## src/hyper_pkg.sv

```systemverilog
// shared widths, command-address word and phy state encoding
// imported by the hyperbus controller modules and the ram model
`default_nettype none

package hyper_pkg;

    localparam int unsigned WORD_W = 16;  // one bus word per clk0 cycle
    localparam int unsigned ADDR_W = 32;  // word address of a transaction

    // command-address word, built as fields and sent as beats
    typedef union packed {
        struct packed {
            logic              rw;          // 1 for read
            logic              addr_space;  // 0 memory, 1 register space
            logic              burst_type;  // 1 linear burst
            logic [ADDR_W-4:0] addr_hi;     // row and upper column
            logic [12:0]       reserved;
            logic [2:0]        addr_lo;     // lower column
        } fields;
        logic [2:0][WORD_W-1:0] beats;      // beats[2] goes out first
    } hyper_ca_t;

    typedef enum logic [2:0] {
        IDLE,
        CMD_ADDR,
        LATENCY1,  // doubled initial latency, first half
        LATENCY2,
        DATA_W,
        DATA_R,
        RECOVER    // cs high before the next frame
    } hyper_state_e;

endpackage

`default_nettype wire

```

## src/hyper_rx_fifo.sv

```systemverilog
// receive fifo between bus capture and the read channel
// ready_o is the not-full level seen by the phy
`timescale 1ns/1ps
`default_nettype none

module hyper_rx_fifo import hyper_pkg::*; #(
    parameter int unsigned FIFO_DEPTH = 8
) (
    input  logic              clk0,
    input  logic              rst_ni,
    input  logic              push_i,
    input  logic [WORD_W-1:0] push_data_i,
    output logic              ready_o,
    output logic              valid_o,
    input  logic              ready_i,
    output logic [WORD_W-1:0] data_o
);

    localparam int unsigned PTR_W = $clog2(FIFO_DEPTH);

    logic [WORD_W-1:0] mem_q [FIFO_DEPTH];
    logic [PTR_W-1:0]  wr_ptr_q, rd_ptr_q;
    logic [PTR_W:0]    count_q;
    logic              pop;

    assign valid_o = (count_q != '0);
    assign ready_o = (count_q != (PTR_W + 1)'(FIFO_DEPTH));
    assign data_o  = mem_q[rd_ptr_q];
    assign pop     = valid_o && ready_i;

    always_ff @(posedge clk0 or negedge rst_ni) begin
        if (!rst_ni) begin
            wr_ptr_q <= '0;
            rd_ptr_q <= '0;
            count_q  <= '0;
        end else begin
            if (push_i) begin
                wr_ptr_q <= (wr_ptr_q == PTR_W'(FIFO_DEPTH - 1)) ? '0 : wr_ptr_q + 1'b1;
            end
            if (pop) begin
                rd_ptr_q <= (rd_ptr_q == PTR_W'(FIFO_DEPTH - 1)) ? '0 : rd_ptr_q + 1'b1;
            end
            count_q <= count_q + push_i - pop;  // both may happen together
        end
    end

    always_ff @(posedge clk0) begin
        if (push_i) begin
            mem_q[wr_ptr_q] <= push_data_i;
        end
    end

endmodule

`default_nettype wire

```

## src/hyper_arbiter.sv

```systemverilog
// round-robin arbiter putting two requester ports onto one hyperbus phy
// grant holds from acceptance until done; read data goes back to its owner
`timescale 1ns/1ps
`default_nettype none

module hyper_arbiter import hyper_pkg::*; #(
    parameter int unsigned ADDR_W  = 32,
    parameter int unsigned BURST_W = 12,
    parameter int unsigned NR_CS   = 2
) (
    input  logic               clk0,
    input  logic               rst_ni,
    // port 0
    input  logic               trans_valid_0_i,
    output logic               trans_ready_0_o,
    input  logic [ADDR_W-1:0]  trans_addr_0_i,
    input  logic [NR_CS-1:0]   trans_cs_0_i,
    input  logic               trans_write_0_i,
    input  logic [BURST_W-1:0] trans_burst_0_i,
    input  logic               tx_valid_0_i,
    output logic               tx_ready_0_o,
    input  logic [WORD_W-1:0]  tx_data_0_i,
    input  logic [1:0]         tx_strb_0_i,
    output logic               rx_valid_0_o,
    input  logic               rx_ready_0_i,
    output logic [WORD_W-1:0]  rx_data_0_o,
    // port 1
    input  logic               trans_valid_1_i,
    output logic               trans_ready_1_o,
    input  logic [ADDR_W-1:0]  trans_addr_1_i,
    input  logic [NR_CS-1:0]   trans_cs_1_i,
    input  logic               trans_write_1_i,
    input  logic [BURST_W-1:0] trans_burst_1_i,
    input  logic               tx_valid_1_i,
    output logic               tx_ready_1_o,
    input  logic [WORD_W-1:0]  tx_data_1_i,
    input  logic [1:0]         tx_strb_1_i,
    output logic               rx_valid_1_o,
    input  logic               rx_ready_1_i,
    output logic [WORD_W-1:0]  rx_data_1_o,
    // phy and fifo side
    output logic               phy_trans_valid_o,
    input  logic               phy_trans_ready_i,
    output logic [ADDR_W-1:0]  phy_addr_o,
    output logic [NR_CS-1:0]   phy_cs_o,
    output logic               phy_write_o,
    output logic [BURST_W-1:0] phy_burst_o,
    output logic               phy_tx_valid_o,
    input  logic               phy_tx_ready_i,
    output logic [WORD_W-1:0]  phy_tx_data_o,
    output logic [1:0]         phy_tx_strb_o,
    input  logic               fifo_valid_i,
    output logic               fifo_ready_o,
    input  logic [WORD_W-1:0]  fifo_data_i,
    input  logic               done_i
);

    logic       prio_q;    // port that wins a tie
    logic       locked_q;  // phy busy with grant_q
    logic       grant_q;
    logic       owner_q;   // port of the last accepted read
    logic [1:0] elig;
    logic       pick;
    logic       accept;

    // a read waits until the fifo has drained to the previous owner
    assign elig[0] = trans_valid_0_i && (trans_write_0_i || !fifo_valid_i);
    assign elig[1] = trans_valid_1_i && (trans_write_1_i || !fifo_valid_i);
    assign pick    = elig[prio_q] ? prio_q : ~prio_q;

    // trans channel, no added cycle
    assign phy_trans_valid_o = !locked_q && elig[pick];
    assign accept            = phy_trans_valid_o && phy_trans_ready_i;
    assign trans_ready_0_o   = accept && !pick;
    assign trans_ready_1_o   = accept && pick;
    assign phy_addr_o        = pick ? trans_addr_1_i : trans_addr_0_i;
    assign phy_cs_o          = pick ? trans_cs_1_i : trans_cs_0_i;
    assign phy_write_o       = pick ? trans_write_1_i : trans_write_0_i;
    assign phy_burst_o       = pick ? trans_burst_1_i : trans_burst_0_i;

    // write data follows the locked grant
    assign phy_tx_valid_o = locked_q && (grant_q ? tx_valid_1_i : tx_valid_0_i);
    assign phy_tx_data_o  = grant_q ? tx_data_1_i : tx_data_0_i;
    assign phy_tx_strb_o  = grant_q ? tx_strb_1_i : tx_strb_0_i;
    assign tx_ready_0_o   = phy_tx_ready_i && locked_q && !grant_q;
    assign tx_ready_1_o   = phy_tx_ready_i && locked_q && grant_q;

    // fifo output steered to the owner only
    assign rx_valid_0_o = fifo_valid_i && !owner_q;
    assign rx_valid_1_o = fifo_valid_i && owner_q;
    assign rx_data_0_o  = fifo_data_i;
    assign rx_data_1_o  = fifo_data_i;
    assign fifo_ready_o = owner_q ? rx_ready_1_i : rx_ready_0_i;

    always_ff @(posedge clk0 or negedge rst_ni) begin
        if (!rst_ni) begin
            prio_q   <= 1'b0;
            locked_q <= 1'b0;
            grant_q  <= 1'b0;
            owner_q  <= 1'b0;
        end else if (accept) begin
            locked_q <= 1'b1;
            grant_q  <= pick;
            prio_q   <= ~pick;  // other port first next time
            if (!phy_write_o) begin
                owner_q <= pick;
            end
        end else if (done_i) begin
            locked_q <= 1'b0;
        end
    end

endmodule

`default_nettype wire

```

## src/hyper_phy.sv

```systemverilog
// hyperbus phy: command-address beats, doubled latency, burst data, recovery
// one 16-bit word per clk0 cycle, bus clock given as a clock enable
`timescale 1ns/1ps
`default_nettype none

module hyper_phy import hyper_pkg::*; #(
    parameter int unsigned BURST_W     = 12,
    parameter int unsigned NR_CS       = 2,
    parameter int unsigned WAIT_CYCLES = 6
) (
    input  logic               clk0,
    input  logic               rst_ni,
    input  logic               trans_valid_i,
    output logic               trans_ready_o,
    input  logic [ADDR_W-1:0]  trans_addr_i,
    input  logic [NR_CS-1:0]   trans_cs_i,
    input  logic               trans_write_i,
    input  logic [BURST_W-1:0] trans_burst_i,
    input  logic               tx_valid_i,
    output logic               tx_ready_o,
    input  logic [WORD_W-1:0]  tx_data_i,
    input  logic [1:0]         tx_strb_i,
    output logic               push_o,
    output logic [WORD_W-1:0]  push_data_o,
    input  logic               fifo_ready_i,
    output logic               done_o,
    // hyperbus
    output logic [NR_CS-1:0]   hyper_cs_no,
    output logic               hyper_ck_en_o,
    output logic [WORD_W-1:0]  hyper_dq_o,
    input  logic [WORD_W-1:0]  hyper_dq_i,
    output logic               hyper_dq_oe_o,
    output logic [1:0]         hyper_rwds_o,
    input  logic [1:0]         hyper_rwds_i,
    output logic               hyper_rwds_oe_o
);

    // also counts the three ca beats, so it must hold 2
    localparam int unsigned CNT_W = $clog2(WAIT_CYCLES + 3);

    hyper_state_e       state_q, state_d;
    logic [CNT_W-1:0]   cnt_q, cnt_d;
    logic [BURST_W-1:0] burst_cnt_q, burst_cnt_d;  // words left minus one
    logic               accept;
    logic               in_frame;
    logic [ADDR_W-1:0]  addr_q;
    logic [NR_CS-1:0]   cs_q;
    logic               write_q;
    hyper_ca_t          ca;

    assign accept = trans_valid_i && trans_ready_o;

    always_comb begin
        ca                  = '0;
        ca.fields.rw        = ~write_q;
        ca.fields.burst_type = 1'b1;
        ca.fields.addr_hi   = addr_q[ADDR_W-1:3];
        ca.fields.addr_lo   = addr_q[2:0];
    end

    always_comb begin
        state_d     = state_q;
        cnt_d       = cnt_q;
        burst_cnt_d = burst_cnt_q;
        case (state_q)
            IDLE: begin
                if (accept) begin
                    state_d     = CMD_ADDR;
                    cnt_d       = CNT_W'(2);  // beat index, msb beat first
                    burst_cnt_d = trans_burst_i - 1'b1;
                end
            end
            CMD_ADDR, LATENCY1, LATENCY2: begin
                cnt_d = cnt_q - 1'b1;
                if (cnt_q == '0) begin
                    cnt_d = CNT_W'(WAIT_CYCLES - 1);
                    if (state_q == CMD_ADDR) begin
                        state_d = LATENCY1;
                    end else if (state_q == LATENCY1) begin
                        state_d = LATENCY2;
                    end else begin
                        state_d = write_q ? DATA_W : DATA_R;
                    end
                end
            end
            DATA_W, DATA_R: begin
                // a word moves only on a clocked cycle
                if (hyper_ck_en_o) begin
                    burst_cnt_d = burst_cnt_q - 1'b1;
                    if (burst_cnt_q == '0) begin
                        state_d = RECOVER;
                        cnt_d   = CNT_W'(WAIT_CYCLES - 1);
                    end
                end
            end
            RECOVER: begin
                cnt_d = cnt_q - 1'b1;
                if (cnt_q == '0) begin
                    state_d = IDLE;
                end
            end
            default: state_d = IDLE;
        endcase
    end

    always_ff @(posedge clk0 or negedge rst_ni) begin
        if (!rst_ni) begin
            state_q       <= IDLE;
            cnt_q         <= '0;
            burst_cnt_q   <= '0;
            trans_ready_o <= 1'b0;
        end else begin
            state_q       <= state_d;
            cnt_q         <= cnt_d;
            burst_cnt_q   <= burst_cnt_d;
            trans_ready_o <= (state_d == IDLE);
        end
    end

    // local copy of the accepted transaction
    always_ff @(posedge clk0) begin
        if (accept) begin
            addr_q  <= trans_addr_i;
            cs_q    <= trans_cs_i;
            write_q <= trans_write_i;
        end
    end

    assign in_frame    = state_q inside {CMD_ADDR, LATENCY1, LATENCY2, DATA_W, DATA_R};
    assign hyper_cs_no = in_frame ? ~cs_q : '1;

    always_comb begin
        case (state_q)
            CMD_ADDR, LATENCY1, LATENCY2: hyper_ck_en_o = 1'b1;
            DATA_W:  hyper_ck_en_o = tx_valid_i;    // stall without write data
            DATA_R:  hyper_ck_en_o = fifo_ready_i;  // stall on a full fifo
            default: hyper_ck_en_o = 1'b0;
        endcase
    end

    assign hyper_dq_oe_o   = state_q inside {CMD_ADDR, DATA_W};
    assign hyper_rwds_oe_o = (state_q == DATA_W);
    assign hyper_rwds_o    = (state_q == DATA_W) ? ~tx_strb_i : 2'b00;  // mask
    assign hyper_dq_o      = (state_q == DATA_W)   ? tx_data_i :
                             (state_q == CMD_ADDR) ? ca.beats[cnt_q[1:0]] : '0;
    assign tx_ready_o      = (state_q == DATA_W);

    // capture only words the ram marks with rwds
    assign push_o      = (state_q == DATA_R) && fifo_ready_i && (|hyper_rwds_i);
    assign push_data_o = hyper_dq_i;
    assign done_o      = (state_q == RECOVER) && (cnt_q == '0);

endmodule

`default_nettype wire

```

## src/hyper_subsystem.sv

```systemverilog
// hyperbus controller top: two requester ports, arbiter, phy and receive fifo
// parameters set here reach every block below
`timescale 1ns/1ps
`default_nettype none

module hyper_subsystem import hyper_pkg::*; #(
    parameter int unsigned BURST_W     = 12,
    parameter int unsigned NR_CS       = 2,
    parameter int unsigned WAIT_CYCLES = 6,
    parameter int unsigned FIFO_DEPTH  = 8
) (
    input  logic               clk0,
    input  logic               rst_ni,
    input  logic               trans_valid_0_i,
    output logic               trans_ready_0_o,
    input  logic [ADDR_W-1:0]  trans_addr_0_i,
    input  logic [NR_CS-1:0]   trans_cs_0_i,
    input  logic               trans_write_0_i,
    input  logic [BURST_W-1:0] trans_burst_0_i,
    input  logic               tx_valid_0_i,
    output logic               tx_ready_0_o,
    input  logic [WORD_W-1:0]  tx_data_0_i,
    input  logic [1:0]         tx_strb_0_i,
    output logic               rx_valid_0_o,
    input  logic               rx_ready_0_i,
    output logic [WORD_W-1:0]  rx_data_0_o,
    input  logic               trans_valid_1_i,
    output logic               trans_ready_1_o,
    input  logic [ADDR_W-1:0]  trans_addr_1_i,
    input  logic [NR_CS-1:0]   trans_cs_1_i,
    input  logic               trans_write_1_i,
    input  logic [BURST_W-1:0] trans_burst_1_i,
    input  logic               tx_valid_1_i,
    output logic               tx_ready_1_o,
    input  logic [WORD_W-1:0]  tx_data_1_i,
    input  logic [1:0]         tx_strb_1_i,
    output logic               rx_valid_1_o,
    input  logic               rx_ready_1_i,
    output logic [WORD_W-1:0]  rx_data_1_o,
    // hyperbus
    output logic [NR_CS-1:0]   hyper_cs_no,
    output logic               hyper_ck_en_o,
    output logic [WORD_W-1:0]  hyper_dq_o,
    input  logic [WORD_W-1:0]  hyper_dq_i,
    output logic               hyper_dq_oe_o,
    output logic [1:0]         hyper_rwds_o,
    input  logic [1:0]         hyper_rwds_i,
    output logic               hyper_rwds_oe_o
);

    logic               trans_valid, trans_ready, trans_write;
    logic [ADDR_W-1:0]  trans_addr;
    logic [NR_CS-1:0]   trans_cs;
    logic [BURST_W-1:0] trans_burst;
    logic               tx_valid, tx_ready;
    logic [WORD_W-1:0]  tx_data;
    logic [1:0]         tx_strb;
    logic               push, fifo_not_full, fifo_valid, fifo_ready, done;
    logic [WORD_W-1:0]  push_data, fifo_data;

    hyper_arbiter #(
        .ADDR_W (ADDR_W), .BURST_W(BURST_W), .NR_CS(NR_CS)
    ) u_arbiter (
        .*,
        .phy_trans_valid_o(trans_valid), .phy_trans_ready_i(trans_ready),
        .phy_addr_o(trans_addr), .phy_cs_o(trans_cs),
        .phy_write_o(trans_write), .phy_burst_o(trans_burst),
        .phy_tx_valid_o(tx_valid), .phy_tx_ready_i(tx_ready),
        .phy_tx_data_o(tx_data), .phy_tx_strb_o(tx_strb),
        .fifo_valid_i(fifo_valid), .fifo_ready_o(fifo_ready),
        .fifo_data_i(fifo_data), .done_i(done)
    );

    hyper_phy #(
        .BURST_W(BURST_W), .NR_CS(NR_CS), .WAIT_CYCLES(WAIT_CYCLES)
    ) u_phy (
        .*,
        .trans_valid_i(trans_valid), .trans_ready_o(trans_ready),
        .trans_addr_i(trans_addr), .trans_cs_i(trans_cs),
        .trans_write_i(trans_write), .trans_burst_i(trans_burst),
        .tx_valid_i(tx_valid), .tx_ready_o(tx_ready),
        .tx_data_i(tx_data), .tx_strb_i(tx_strb),
        .push_o(push), .push_data_o(push_data),
        .fifo_ready_i(fifo_not_full), .done_o(done)
    );

    hyper_rx_fifo #(
        .FIFO_DEPTH(FIFO_DEPTH)
    ) u_rx_fifo (
        .clk0(clk0), .rst_ni(rst_ni),
        .push_i(push), .push_data_i(push_data), .ready_o(fifo_not_full),
        .valid_o(fifo_valid), .ready_i(fifo_ready), .data_o(fifo_data)
    );

endmodule

`default_nettype wire

```

## config.mk

```make
export PLATFORM = sky130hd
export DESIGN_NAME = hyper_subsystem
export DESIGN_NICKNAME = d
export VERILOG_FILES = /design/src/hyper_pkg.sv /design/src/hyper_rx_fifo.sv /design/src/hyper_arbiter.sv /design/src/hyper_phy.sv /design/src/hyper_subsystem.sv
export SDC_FILE = /design/constraint.sdc
export NUM_CORES = 1
export LEC_CHECK = 0
export ABC_AREA = 1
export BUFFER_PORTS_ARGS = -buffer_cell sky130_fd_sc_hd__buf_4
export CAP_MARGIN = 20
export CORE_MARGIN = 1.5
export CORE_UTILIZATION = 45
export CTS_BUF_LIST = sky130_fd_sc_hd__clkbuf_2 sky130_fd_sc_hd__clkbuf_4 sky130_fd_sc_hd__clkbuf_8
export DETAILED_ROUTE_END_ITERATION = 7
export PLACE_DENSITY = 0.67
export SLEW_MARGIN = 20
export SYNTH_ARGS = -nofsm -noshare
export SYNTH_HDL_FRONTEND = slang
export SYNTH_SLANG_ARGS = --single-unit
```

## constraint.sdc

```tcl
create_clock -name clk0 -period 6.3 [get_ports clk0]
set_input_delay 1.26 -clock clk0 [delete_from_list [all_inputs] [get_ports clk0]]
set_output_delay 1.26 -clock clk0 [all_outputs]
set_load 0.01 [all_outputs]
```

==> impl_metrics.yaml <==
global_routing:
  grt_use_met2_pct: 38.5
  grt_use_met3_pct: 5.29
  grt_first_pass_wirelength_microns: 37100
  grt.overflow.total: 0
  use_met1_pct: 26.4
  grt_pass1_vias: 7195
  grt-busiest-layer: "met2"
  grt_start_max_net_pins: 66
  antenna_found_initial: 0
  grt_use_total_pct: 21.8
sta:
  layout_min_cycle_time_ns: 4.19
  worst_slack_ns: 2.11
  fin_crit_sh_pct: 66.5
  whs_ns: 0.492
  finalSetupTns_ns: 0
  setup_viol: 0
  tightest_slew_ns: 1.05
  relSlewSlack_pct: 29.7
  fmaxAchievable_mhz: 239
  drv_slew: 0
  skew_ns: 0.0133
  finalHoldViolCount: 0
  rsz0062_at_grt: "no"
synthesis:
  synth_edf_count: 163
  syn_inst: 1005
  yosysWarnings: 0
  syn-cell-area_sq_um: 9610
  synthFlopType: "edfxtp_1"
  ys_seq_area_share_pct: 59.8
  ys_ff_latch: 197
  synth.distinct_cells: 40
  synth_nets: 1174
  async_flop_share_pct: 17.3
  syn_area_per_cell_sq_um: 9.56
route:
  wl_microns: 23500
  wl_per_cell_microns: 15.9
  drc: 0
  drt_first_iter_violations: 451
  drt_first_pass_iters: 5
  viasPerCell: 5.12
  ant_nets: 0
  vias: 7557
place:
  place.gp.congestion: 0.885
  portBuffers: 216
  place_ws_ns: 2.19
  dpl_cell_area_sq_um: 11300
  place_hpwl_microns: 16400
floorplanning:
  die_x_microns: 149
  die-area_sq_um: 22200
  rows: 53
  initial_core_util_pct: 45.9
  num_io_pins: 217
  die_h_microns: 149
  core_area_sq_um: 21000
setup_path:
  arrival_ns: 2.93
  critical_path.cell_chain: "inv_1 -> nor2_1 -> o32ai_1 -> buf_4"
  worstPathMaxFanout: 21
  critPathMaxStageDelay_ns: 0.79
  path_delay_family: "buffers and inverters"
  reg2reg_slack_ns: 3.13
  crit_path_end_kind: "primary output"
  critical_path.reg2reg.startpoint: "u_arbiter.grant_q$_DFFE_PN0P_"
  cp_num_buf_inv: 2
  r2r_cells: 8
  r2r-end: "u_phy.burst_cnt_q[3]$_DFFE_PN0P_"
  crit_required_ns: 5.04
  critical_path_class: "reg2out"
  cp_slowest_cell: "inv_1"
  start_kind: "register"
worst_hold_path:
  hold_end: "u_phy.burst_cnt_q[11]$_DFFE_PN0P_"
  min_from: "u_phy.burst_cnt_q[11]$_DFFE_PN0P_"
  hold_depth: 2
  worstHoldPathType: "reg2reg"
layout:
  fillers: 1912
  areaGrowthSynthToFinish_pct: 22.3
  drive_gt1_share_pct: 25.3
  fin_area_sq_um: 11800
  final_core_util_pct: 56.1
  nNetsFinal: 1357
  antenna_cells: 0
clock_network:
  worstSkewPairLatency_ns: 0.45
  cts_sinks: 197
  ctsResizeCount: 0
  clk_pin_slew_worst_paths_ns: 0.09
  post_cts_buffers: 0
  postCtsHoldBufs: 0
  cts_tree: "built"
  cts_buffers: 17
  clockBufferDepth: 2
  htree_levels: 4
  clockRootBuffer: "clkbuf_8"
pwr:
  p_leak_uw: 0.00493
  ir_drop_uv: 152
  powerDensity_nw_per_um2: 390
flow_run:
  maxCapViolCount: 0
run_status:
  status: "finished, final reports clean"
-- cell usage in the layout (no fill, tap or decap), types with 8 or more instances in the layout --
cell type  synthesis  routed
a21oi_1           13      13
nand2_2           17      17
clkbuf_8           0      17
ha_1              12      12
edfxtp_1         163     163
a31oi_1           17      17
inv_1             65      63
dfrtp_1           34      32
nand3_2            8       8
buf_4             19     226
nand3_1           36      36
nand2_1          215     215
nor2_1           182     182
o21ai_0           87      87
o31ai_1           17      17
o22ai_1           19      19
a22o_1            10      10
-- Yosys cell counts, types with 13 or more instances --
library cell,number,area (sq um)
a21oi_1,13,65.1
a31oi_1,17,106
buf_4,19,143
clkbuf_1,34,128
dfrtp_1,34,851
edfxtp_1,163,4890
inv_1,65,244
nand2_1,215,807
nand2_2,17,106
nand3_1,36,180
nor2_1,182,683
o21ai_0,87,435
o22ai_1,19,119
o31ai_1,17,128
-- state kept, by name (all words and copies together), names as in the netlist, 2 cells and up --
name                flops
u_phy.addr_q           32
u_rx_fifo.mem_q       128
u_phy.cnt_q             4
u_rx_fifo.count_q       4
u_phy.burst_cnt_q      12
u_rx_fifo.rd_ptr_q      3
u_phy.cs_q              2
u_phy.state_q           3
u_rx_fifo.wr_ptr_q      3
-- final cells by class --
cell class / instances / area (sq um) / share of cell area (%)
clock inverter: 11 / 123 / 1.04
timing repair buffer: 227 / 1720 / 14.7
clock buffer: 21 / 264 / 2.25
tap: 275 / 344 / 2.93
sequential: 197 / 5750 / 48.9
inverter: 68 / 255 / 2.17
multi-input combinational: 677 / 3300 / 28.0
-- worst min-delay path, cell delays in order, from the launching register on --
cell and delay (ns):
dfrtp_1 0.35, nand2_1 0.05, nand2_1 0.06
-- worst max path at each step --
| stage | start | endpoint | slack, ns | cells past startpoint |
|---|---|---|---|---|
| 6_report | u_arbiter.grant_q$_DFFE_PN0P_ | hyper_dq_o[14] | 2.11 | 4 |
| 3_5_place_dp | u_rx_fifo.rd_ptr_q[1]$_DFFE_PN0P_ | rx_data_1_o[13] | 2.19 | 6 |
| 3_3_place_gp | u_rx_fifo.rd_ptr_q[1]$_DFFE_PN0P_ | rx_data_0_o[13] | 2.30 | 6 |
| 2_1_floorplan | trans_write_0_i | trans_ready_1_o | 2.97 | 7 |
| 5_1_grt | u_arbiter.grant_q$_DFFE_PN0P_ | hyper_ck_en_o | 1.92 | 6 |
| 4_1_cts | u_rx_fifo.rd_ptr_q[1]$_DFFE_PN0P_ | rx_data_1_o[13] | 1.67 | 6 |
-- power by group --
group | total [uW] | switching, uW | internal [uW]
clock | 789 | 418 | 372
sequential | 1690 | 135 | 1550
combinational | 2110 | 1260 | 855
-- through the flow --
stage               std cells  power (uW)
floorplan                1005        3150
CTS                      1475        4620
finish                   1476        4590
global route             1476        4950
detailed placement       1443        3830
global placement         1443        3790
-- kinds of logic after synthesis --
kind of cell / Yosys count / synth area share [%]
AND/OR/NAND/NOR: 484 / 21.2
flip-flops: 197 / 59.8
AO/OA/AOI/OAI: 177 / 10.9
buffers and inverters: 131 / 6.09
adder cells (fa/ha/maj): 13 / 1.77
XOR/XNOR: 3 / 0.273
-- per-layer routing --
metal / vias to the layer above / routed length (microns)
met5: - / 0
met4: 0 / 435
met3: 32 / 1400
met2: 244 / 12000
met1: 3515 / 9690
li1: 3766 / -
Power figures use the tool's default switching activity.
